[src/verilog/exu_pkg.sv]
package exu_pkg;

   ////////////////////////////////////////////////////////////
   // architectural widths
   ////////////////////////////////////////////////////////////

   // general register width
   localparam int grlen = 32;
   // register index width
   localparam int reg_addr_w = 5;
   // exception code width
   localparam int exccode_w = 6;

   // interrupt code, wins over any other exception
   localparam logic [exccode_w-1:0] exccode_int = '0;

   ////////////////////////////////////////////////////////////
   // pipeline bundles
   ////////////////////////////////////////////////////////////

   // decoded instruction at execute
   typedef struct packed {
      logic                  valid;
      logic [reg_addr_w-1:0] rs1;
      logic [reg_addr_w-1:0] rs2;
      logic [grlen-1:0]      rf_a;
      logic [grlen-1:0]      rf_b;
      // operand b is an immediate
      logic                  b_imm;
      // ld/st offset comes from rs2
      logic                  double_read;
      logic [grlen-1:0]      imm_shifted;
      logic [reg_addr_w-1:0] rf_target;
      logic                  alu_wen;
      logic                  bru_valid;
      logic                  lsu_valid;
      logic [reg_addr_w-1:0] lsu_rd;
      logic                  lsu_wen;
      logic                  exception;
      logic [exccode_w-1:0]  exccode;
   } exu_issue_t;

   // one register file write port
   typedef struct packed {
      logic                  wen;
      logic [reg_addr_w-1:0] rd;
      logic [grlen-1:0]      data;
   } rf_write_t;

   typedef struct packed {
      logic             valid;
      logic [grlen-1:0] base;
      logic [grlen-1:0] offset;
      logic [grlen-1:0] wdata;
   } lsu_req_t;

   typedef struct packed {
      // load data ready
      logic             data_valid;
      // store done
      logic             wr_fin;
      // alignment fault
      logic             ale;
      logic [grlen-1:0] rdata;
   } lsu_resp_t;

   typedef struct packed {
      logic timer;
      logic ext;
      logic ie;
   } intr_t;

   // report to fetch
   typedef struct packed {
      logic                 except;
      logic [exccode_w-1:0] exccode;
   } trap_t;

endpackage
[src/verilog/exu_ecl.sv]
`timescale 1ns/1ps

module exu_ecl (
   input  logic                              clk,
   input  logic                              reset,
   input  exu_pkg::exu_issue_t               issue,
   input  logic [exu_pkg::grlen-1:0]         alu_res,
   input  logic                              bru_taken,
   input  logic [exu_pkg::grlen-1:0]         bru_link_pc,
   input  logic                              bru_wen,
   input  exu_pkg::lsu_resp_t                lsu_resp,
   input  exu_pkg::intr_t                    intr,
   output logic [exu_pkg::grlen-1:0]         alu_a,
   output logic [exu_pkg::grlen-1:0]         alu_b,
   output exu_pkg::lsu_req_t                 lsu_req,
   output logic                              bru_valid,
   output logic                              br_taken,
   output exu_pkg::trap_t                    trap,
   output logic                              stall_req,
   output exu_pkg::rf_write_t                rf_wr
);

   logic                              kill;
   exu_pkg::rf_write_t                rf_m;
   exu_pkg::rf_write_t                rf_w;
   logic [exu_pkg::reg_addr_w-1:0]    lsu_rd_m;
   logic                              lsu_wen_m;

   ////////////////////////////////////////////////////////////
   // interrupt and exception
   ////////////////////////////////////////////////////////////

   exu_trap u_trap (
      .clk     (clk),
      .reset   (reset),
      .issue   (issue),
      .intr    (intr),
      .lsu_ale (lsu_resp.ale),
      .trap    (trap),
      .kill    (kill)
   );

   ////////////////////////////////////////////////////////////
   // bypass
   ////////////////////////////////////////////////////////////

   exu_bypass u_bypass (
      .issue (issue),
      .rf_m  (rf_m),
      .rf_w  (rf_w),
      .alu_a (alu_a),
      .alu_b (alu_b)
   );

   // branch gated by kill
   assign bru_valid = issue.bru_valid & ~kill;
   assign br_taken  = bru_valid & bru_taken;

   ////////////////////////////////////////////////////////////
   // load/store tracking
   ////////////////////////////////////////////////////////////

   exu_lsu_track u_lsu_track (
      .clk       (clk),
      .reset     (reset),
      .issue     (issue),
      .kill      (kill),
      .lsu_resp  (lsu_resp),
      .alu_a     (alu_a),
      .alu_b     (alu_b),
      .lsu_req   (lsu_req),
      .stall_req (stall_req),
      .lsu_rd_m  (lsu_rd_m),
      .lsu_wen_m (lsu_wen_m)
   );

   ////////////////////////////////////////////////////////////
   // writeback merge
   ////////////////////////////////////////////////////////////

   exu_writeback u_writeback (
      .clk         (clk),
      .reset       (reset),
      .issue       (issue),
      .kill        (kill),
      .alu_res     (alu_res),
      .bru_link_pc (bru_link_pc),
      .bru_wen     (bru_wen),
      .lsu_resp    (lsu_resp),
      .lsu_rd_m    (lsu_rd_m),
      .lsu_wen_m   (lsu_wen_m),
      .rf_m        (rf_m),
      .rf_w        (rf_w)
   );

   // w stage port to the register file
   assign rf_wr = rf_w;

endmodule

[src/verilog/exu_writeback.sv]
`timescale 1ns/1ps

module exu_writeback (
   input  logic                              clk,
   input  logic                              reset,
   input  exu_pkg::exu_issue_t               issue,
   input  logic                              kill,
   input  logic [exu_pkg::grlen-1:0]         alu_res,
   input  logic [exu_pkg::grlen-1:0]         bru_link_pc,
   input  logic                              bru_wen,
   input  exu_pkg::lsu_resp_t                lsu_resp,
   input  logic [exu_pkg::reg_addr_w-1:0]    lsu_rd_m,
   input  logic                              lsu_wen_m,
   output exu_pkg::rf_write_t                rf_m,
   output exu_pkg::rf_write_t                rf_w
);

   logic                              alu_wen_g;
   logic                              bru_wen_g;
   logic [exu_pkg::grlen-1:0]         alu_res_m;
   logic [exu_pkg::reg_addr_w-1:0]    rf_target_m;
   logic                              alu_wen_m;
   logic [exu_pkg::grlen-1:0]         bru_link_pc_m;
   logic                              bru_wen_m;
   logic                              wen_w;
   logic [exu_pkg::reg_addr_w-1:0]    rd_w;
   logic [exu_pkg::grlen-1:0]         data_w;

   ////////////////////////////////////////////////////////////
   // e to m
   ////////////////////////////////////////////////////////////

   // killed instruction never writes
   assign alu_wen_g = issue.alu_wen & ~kill;
   assign bru_wen_g = bru_wen & ~kill;

   // payload, no reset
   always_ff @(posedge clk) begin
      alu_res_m     <= alu_res;
      rf_target_m   <= issue.rf_target;
      bru_link_pc_m <= bru_link_pc;
   end

   always_ff @(posedge clk) begin
      if (reset) begin
         alu_wen_m <= 1'b0;
         bru_wen_m <= 1'b0;
      end else begin
         alu_wen_m <= alu_wen_g;
         bru_wen_m <= bru_wen_g;
      end
   end

   ////////////////////////////////////////////////////////////
   // m stage merge
   ////////////////////////////////////////////////////////////

   // any unit may claim the port
   assign rf_m.wen = alu_wen_m | bru_wen_m | (lsu_wen_m & lsu_resp.data_valid);

   // branch link shares the alu target
   assign rf_m.rd = lsu_resp.data_valid ? lsu_rd_m : rf_target_m;

   // load data, else link pc, else alu result
   always_comb begin
      if (lsu_resp.data_valid) begin
         rf_m.data = lsu_resp.rdata;
      end else if (bru_wen_m) begin
         rf_m.data = bru_link_pc_m;
      end else begin
         rf_m.data = alu_res_m;
      end
   end

   ////////////////////////////////////////////////////////////
   // m to w
   ////////////////////////////////////////////////////////////

   always_ff @(posedge clk) begin
      if (reset) begin
         wen_w <= 1'b0;
      end else begin
         wen_w <= rf_m.wen;
      end
   end

   always_ff @(posedge clk) begin
      rd_w   <= rf_m.rd;
      data_w <= rf_m.data;
   end

   assign rf_w.wen  = wen_w;
   assign rf_w.rd   = rd_w;
   assign rf_w.data = data_w;

   // issue stalls behind a pending load, so the port is never contested
   a_no_port_clash: assert property (@(posedge clk) disable iff (reset)
      (alu_wen_m | bru_wen_m) |-> !lsu_resp.data_valid);

endmodule

[src/verilog/exu_trap.sv]
`timescale 1ns/1ps

module exu_trap (
   input  logic                clk,
   input  logic                reset,
   input  exu_pkg::exu_issue_t issue,
   input  exu_pkg::intr_t      intr,
   input  logic                lsu_ale,
   output exu_pkg::trap_t      trap,
   output logic                kill
);

   logic prev_valid;
   logic valid_rise;
   logic intr_pend;
   logic intr_sync;

   ////////////////////////////////////////////////////////////
   // interrupt sync to instruction start
   ////////////////////////////////////////////////////////////

   always_ff @(posedge clk) begin
      if (reset) begin
         prev_valid <= 1'b0;
      end else begin
         prev_valid <= issue.valid;
      end
   end

   // first cycle of a new instruction
   assign valid_rise = issue.valid & ~prev_valid;

   // timer or external, masked by global enable
   assign intr_pend = (intr.timer | intr.ext) & intr.ie;
   assign intr_sync = intr_pend & valid_rise;

   // kill stays off the ale path, which would loop back through the lsu
   assign kill = intr_sync;

   ////////////////////////////////////////////////////////////
   // exception merge
   ////////////////////////////////////////////////////////////

   assign trap.except = issue.exception | lsu_ale | intr_sync;

   // interrupt first, faulting instruction gets replayed
   assign trap.exccode = intr_sync ? exu_pkg::exccode_int : issue.exccode;

endmodule

[src/verilog/exu_lsu_track.sv]
`timescale 1ns/1ps

module exu_lsu_track (
   input  logic                                 clk,
   input  logic                                 reset,
   input  exu_pkg::exu_issue_t                  issue,
   input  logic                                 kill,
   input  exu_pkg::lsu_resp_t                   lsu_resp,
   input  logic [exu_pkg::grlen-1:0]            alu_a,
   input  logic [exu_pkg::grlen-1:0]            alu_b,
   output exu_pkg::lsu_req_t                    lsu_req,
   output logic                                 stall_req,
   output logic [exu_pkg::reg_addr_w-1:0]       lsu_rd_m,
   output logic                                 lsu_wen_m
);

   logic lsu_valid_g;
   logic lsu_fin;
   logic pending;

   ////////////////////////////////////////////////////////////
   // request
   ////////////////////////////////////////////////////////////

   // interrupt kill drops the access
   assign lsu_valid_g = issue.lsu_valid & ~kill;

   assign lsu_req.valid  = lsu_valid_g;
   assign lsu_req.base   = alu_a;
   // reg+reg form takes rs2 as offset
   assign lsu_req.offset = issue.double_read ? alu_b : issue.imm_shifted;
   assign lsu_req.wdata  = alu_b;

   ////////////////////////////////////////////////////////////
   // pending access and fetch stall
   ////////////////////////////////////////////////////////////

   // load data, store done, or faulted access aborted before the bus
   assign lsu_fin = lsu_resp.data_valid | lsu_resp.wr_fin | lsu_resp.ale;

   always_ff @(posedge clk) begin
      if (reset) begin
         pending <= 1'b0;
      end else begin
         pending <= lsu_valid_g | (pending & ~lsu_fin);
      end
   end

   // request cycle counts too, so stall starts with the issue
   assign stall_req = pending | lsu_valid_g;

   // latency varies, so hold rd and wen until the data returns
   always_ff @(posedge clk) begin
      if (lsu_valid_g) begin
         lsu_rd_m <= issue.lsu_rd;
      end
   end

   always_ff @(posedge clk) begin
      if (reset) begin
         lsu_wen_m <= 1'b0;
      end else if (lsu_valid_g) begin
         lsu_wen_m <= issue.lsu_wen;
      end
   end

   // fetch must hold issue while an access is in flight
   a_no_req_while_pending: assert property (@(posedge clk) disable iff (reset)
      lsu_valid_g |-> !pending);

   a_no_fin_when_idle: assert property (@(posedge clk) disable iff (reset)
      lsu_fin |-> pending);

endmodule

[src/verilog/exu_bypass.sv]
`timescale 1ns/1ps

module exu_bypass (
   input  exu_pkg::exu_issue_t           issue,
   input  exu_pkg::rf_write_t            rf_m,
   input  exu_pkg::rf_write_t            rf_w,
   output logic [exu_pkg::grlen-1:0]     alu_a,
   output logic [exu_pkg::grlen-1:0]     alu_b
);

   // stage hit: write enabled, same index, not r0
   function automatic logic fwd_hit(
      input logic [exu_pkg::reg_addr_w-1:0] rs,
      input exu_pkg::rf_write_t             st
   );
      return st.wen && (rs != '0) && (rs == st.rd);
   endfunction

   logic rs1_sel_m;
   logic rs1_sel_w;
   logic rs1_sel_rf;
   logic rs2_sel_m;
   logic rs2_sel_w;
   logic rs2_sel_rf;
   logic rs2_use_other;

   ////////////////////////////////////////////////////////////
   // select generation
   ////////////////////////////////////////////////////////////

   // m over w over register file
   assign rs1_sel_m  = fwd_hit(issue.rs1, rf_m);
   assign rs1_sel_w  = ~rs1_sel_m & fwd_hit(issue.rs1, rf_w);
   assign rs1_sel_rf = ~rs1_sel_m & ~rs1_sel_w;

   // immediate or rs2-offset keeps b on rf_b
   assign rs2_use_other = issue.b_imm | issue.double_read;

   assign rs2_sel_m  = ~rs2_use_other & fwd_hit(issue.rs2, rf_m);
   assign rs2_sel_w  = ~rs2_use_other & ~rs2_sel_m & fwd_hit(issue.rs2, rf_w);
   assign rs2_sel_rf = ~rs2_sel_m & ~rs2_sel_w;

   ////////////////////////////////////////////////////////////
   // and-or operand muxes
   ////////////////////////////////////////////////////////////

   always_comb begin
      alu_a = ({exu_pkg::grlen{rs1_sel_rf}} & issue.rf_a)
            | ({exu_pkg::grlen{rs1_sel_m}}  & rf_m.data)
            | ({exu_pkg::grlen{rs1_sel_w}}  & rf_w.data);
      alu_b = ({exu_pkg::grlen{rs2_sel_rf}} & issue.rf_b)
            | ({exu_pkg::grlen{rs2_sel_m}}  & rf_m.data)
            | ({exu_pkg::grlen{rs2_sel_w}}  & rf_w.data);
   end

endmodule

[config.mk]
export PLATFORM = sky130hd
export DESIGN_NAME = exu_ecl
export DESIGN_NICKNAME = d
export VERILOG_FILES = /design/src/verilog/exu_pkg.sv /design/src/verilog/exu_ecl.sv /design/src/verilog/exu_writeback.sv /design/src/verilog/exu_trap.sv /design/src/verilog/exu_lsu_track.sv /design/src/verilog/exu_bypass.sv
export SDC_FILE = /design/constraint.sdc
export NUM_CORES = 1
export LEC_CHECK = 0
export BUFFER_PORTS_ARGS = -buffer_cell sky130_fd_sc_hd__clkbuf_2
export CORE_AREA = 2 2 175 177
export DETAILED_ROUTE_END_ITERATION = 12
export DIE_AREA = 0 0 177 179
export PLACE_DENSITY = 0.46
export SLEW_MARGIN = 20
export SYNTH_ARGS = -nofsm -noshare
export SYNTH_HDL_FRONTEND = slang
export SYNTH_SLANG_ARGS = --single-unit
[constraint.sdc]
create_clock -name clk -period 2.2 [get_ports clk]
set_clock_uncertainty 0.1 [all_clocks]
set_input_delay 0.22 -clock clk [delete_from_list [all_inputs] [get_ports clk]]
set_output_delay 0.22 -clock clk [all_outputs]
set_load 0.02 [all_outputs]
==> impl_metrics.ini <==
[critical_path]
rr_endpoint = u_lsu_track.lsu_wen_m
r2r_slack_ps = 440
cpMaxStageDelayCell = or4_4
worstReg2RegStart = u_trap.prev_valid
crit_fanout = 36
crit_buf_inv = 2
cp_top_family = simple AND/OR/NAND/NOR gates
crit_chain = mux2i_4, xor2_1, nand4_1, or4_4, buf_12, a21oi_4, clkbuf_2
max_stage_delay_ps = 560
critPathKind = reg -> out
reg2regPathDepth = 5
crit_required_ps = 1880
endpoint_kind = output port
critPathLaunchType = register
cp.arrival_ps = 2560

[sta]
rsz0062_at_grt = true
finalSetupViolCount = 128
post-route-period-util_pct = 131
fmax_ghz = 0.347
tightest_slew_ps = 580
hold_viol = 0
maxSlewHeadroom_pct = 61.4
drv_slew = 0
layout_setup_ws_ps = -683
fin_hold_ws_ps = 35.1
period_needed_ps = 2880

[clock_tree]
cts_tree = done
cts.sink_count = 117
clock_path_buffers = 2
cts_buffers = 17
worstSkewPairLatency_ps = 410
htreeDepth = 4
clk_pin_slew_ps = 60
cts_root_buf = clkbuf_16

[pwr]
power_density_nw_per_um2 = 632
power_mw = 7.21
combPwrFrac_pct = 26.1
power.share.clock_pct = 40.9
switching_power_mw = 2.26
p_leak_nw = 5.26
swShare_pct = 31.3
intPower_mw = 4.96
ir_drop_mv = 0.520
p_seq_share_pct = 32.9

[floorplan]
initial_utilization_pct = 20.0
io_pins = 445
core_area_um2 = 30000
dieArea_um2 = 31700
rows = 64
die_w_um = 177
fp.dieH_um = 179

[routing]
routed_wl_mm = 27.1
drc = 0
ant_nets = 0
wl_per_cell_um = 17.1
dr.pass1.iters = 4
routed_via_density = 4.12
drtIter0Drc = 211
route.vias.total = 6503

[finish]
seqCellArea_um2 = 2390
layout-drive-gt1-share_pct = 58.9
final_cell_mix = 386 x clkbuf_2, 111 x dfxtp_1, 108 x dlygate4sd3_1, 64 x mux2i_1, 55 x buf_4
final_core_util_pct = 38.0
layout_commonest_cell = clkbuf_2
multi_input_area_um2 = 3620
syn_to_final_growth_pct = 90.0
fin_nets = 1407
antenna_cells = 0
n_fill_cell = 3062

[min_path]
min_path_type = in -> reg
hp-start = lsu_resp[24]
hold_end = u_writeback.data_w[24]
hold_depth = 3

[grt]
grt_pass1_wl_mm = 38.2
gr-usage-all-layers_pct = 16.3
met2_usage_pct = 27.3
grt_use_met3_pct = 4.03
globalRouteMet1Util_pct = 20.5
overflow = 0
antenna_found_initial = 0
first_global_vias = 6655
grt_start_max_net_pins = 43
top_usage_layer = met2

[placement]
place_ws_ps = -594
dp_hpwl_mm = 21.2
gp_congestion = 0.827
portBuffers = 444

[synthesis]
synth.area.mux_share_pct = 18.1
ys.flop_type = dfxtp_1
netlist.area_leader.share_pct = 37.3
synth_compound_area_share_pct = 11.1
synth_fp_nets = 885
avgSynthCellArea_um2 = 9.26
synth_area_um2 = 6010
yosysSeqAreaShare_pct = 39.8
netlist_instances = 649
synth_top_family_by_area = multiplexers
ys_top_cells_by_area = dfxtp_1 37%, mux2i_1 11%, buf_4 8.4%
post-synth-top-area-cell = dfxtp_1
async_flop_share_pct = 0
synth_simple_gate_area_share_pct = 13.5
synth_seq_cells = 117
yosys_warnings = 0
synthAdderAreaFrac_pct = 0
synth_xor_area_share_pct = 2.92
synth_cell_types = 35
synth-edff-count = 5

[outcome]
status = finished, violations left
violations = setup timing

[run]
cap_violations = 0
==> timing repair <==
action,CTS,global route
hold buffers,108,0
pin swaps,1,2
endpoints found under the hold margin,103,0
setup buffers,1,2
gates resized for setup,54,123
setup endpoints to repair,128,128
==> stage by stage <==
step | TNS, ps | area [um^2] | cells
2_1_floorplan | -7870 | 6710 | 649
3_5_place_dp | -65360 | 9160 | 1437
6_report | -76750 | 11400 | 1580
3_3_place_gp | -65380 | 9160 | 1437
4_1_cts | -87040 | 11100 | 1578
5_1_grt | -94880 | 11400 | 1580
==> Yosys cell counts (3+ instances only) <==
master,number
dfxtp_1,112
nor2_1,70
buf_4,67
a21oi_1,64
mux2i_1,64
inv_1,38
nand2_1,37
mux2_2,33
or3_1,33
o211a_1,32
clkbuf_1,15
xnor2_1,13
buf_6,10
nor2b_1,8
buf_1,7
buf_2,7
xor2_1,7
edfxtp_1,5
mux2i_2,4
nand4_1,3
or4_1,3
==> power groups by stage <==
| stage | clock network (mW) | registers [mW] | logic [mW] |
|---|---|---|---|
| floorplan | 0 | 2.47 | 0.968 |
| global placement | 0 | 2.42 | 1.61 |
| detailed placement | 0 | 2.42 | 1.60 |
| CTS | 3.07 | 2.38 | 1.82 |
| global route | 3.16 | 2.39 | 2.01 |
| finish | 2.95 | 2.38 | 1.88 |
==> flip-flops by register name (all words and copies together), names as in the netlist <==
signal                     cells
u_writeback.data_w            32
u_writeback.alu_res_m         32
u_trap.prev_valid              1
u_writeback.bru_link_pc_m     32
u_writeback.rd_w               5
u_writeback.alu_wen_m          1
u_lsu_track.pending            1
u_lsu_track.lsu_rd_m           5
u_writeback.bru_wen_m          1
u_writeback.wen_w              1
u_writeback.rf_target_m        5
u_lsu_track.lsu_wen_m          1
==> cells by family (layout without fill, tap and decap cells) <==
group,after synthesis,after routing
flops,117,117
buf+inv,144,679
xor+xnor,20,20
simple gates,167,167
mux,102,102
compound gates,99,99
==> worst max path at each step <==
| stage | from | endpoint | slack (ps) | cells after the start |
|---|---|---|---|---|
| CTS | u_lsu_track.lsu_rd_m[2] | alu_a[11] | -740 | 7 |
| floorplan | lsu_resp[34] | lsu_req[65] | -140 | 9 |
| detailed placement | lsu_resp[34] | lsu_req[6] | -590 | 9 |
| global route | u_lsu_track.lsu_rd_m[4] | lsu_req[26] | -800 | 9 |
| global placement | lsu_resp[34] | alu_b[8] | -570 | 9 |
| finish | u_lsu_track.lsu_rd_m[4] | lsu_req[88] | -680 | 7 |
==> final cells by class <==
class	instances	area share (%)
Clock inverter	13	1.43
Inverter	38	1.25
Clock buffer	19	3.98
Tap cell	396	4.34
Multi-Input combinational cell	388	31.7
Timing Repair Buffer	609	36.3
Sequential cell	117	21.0
==> per-layer routing <==
layer | vias up | routed length [um]
li1 | 3176 | -
met1 | 3046 | 11800
met2 | 256 | 13100
met3 | 25 | 1650
met4 | 0 | 476
met5 | - | 0
==> worst reg2reg max path, cell delays in order, from the launching register on <==
cell and delay (ps):
dfxtp_1 300, nor3_1 220, nand2b_1 230, mux2i_1 210, nor2_1 50, dlygate4sd3_1 540
Note: power is estimated with default switching activity, not from simulation.
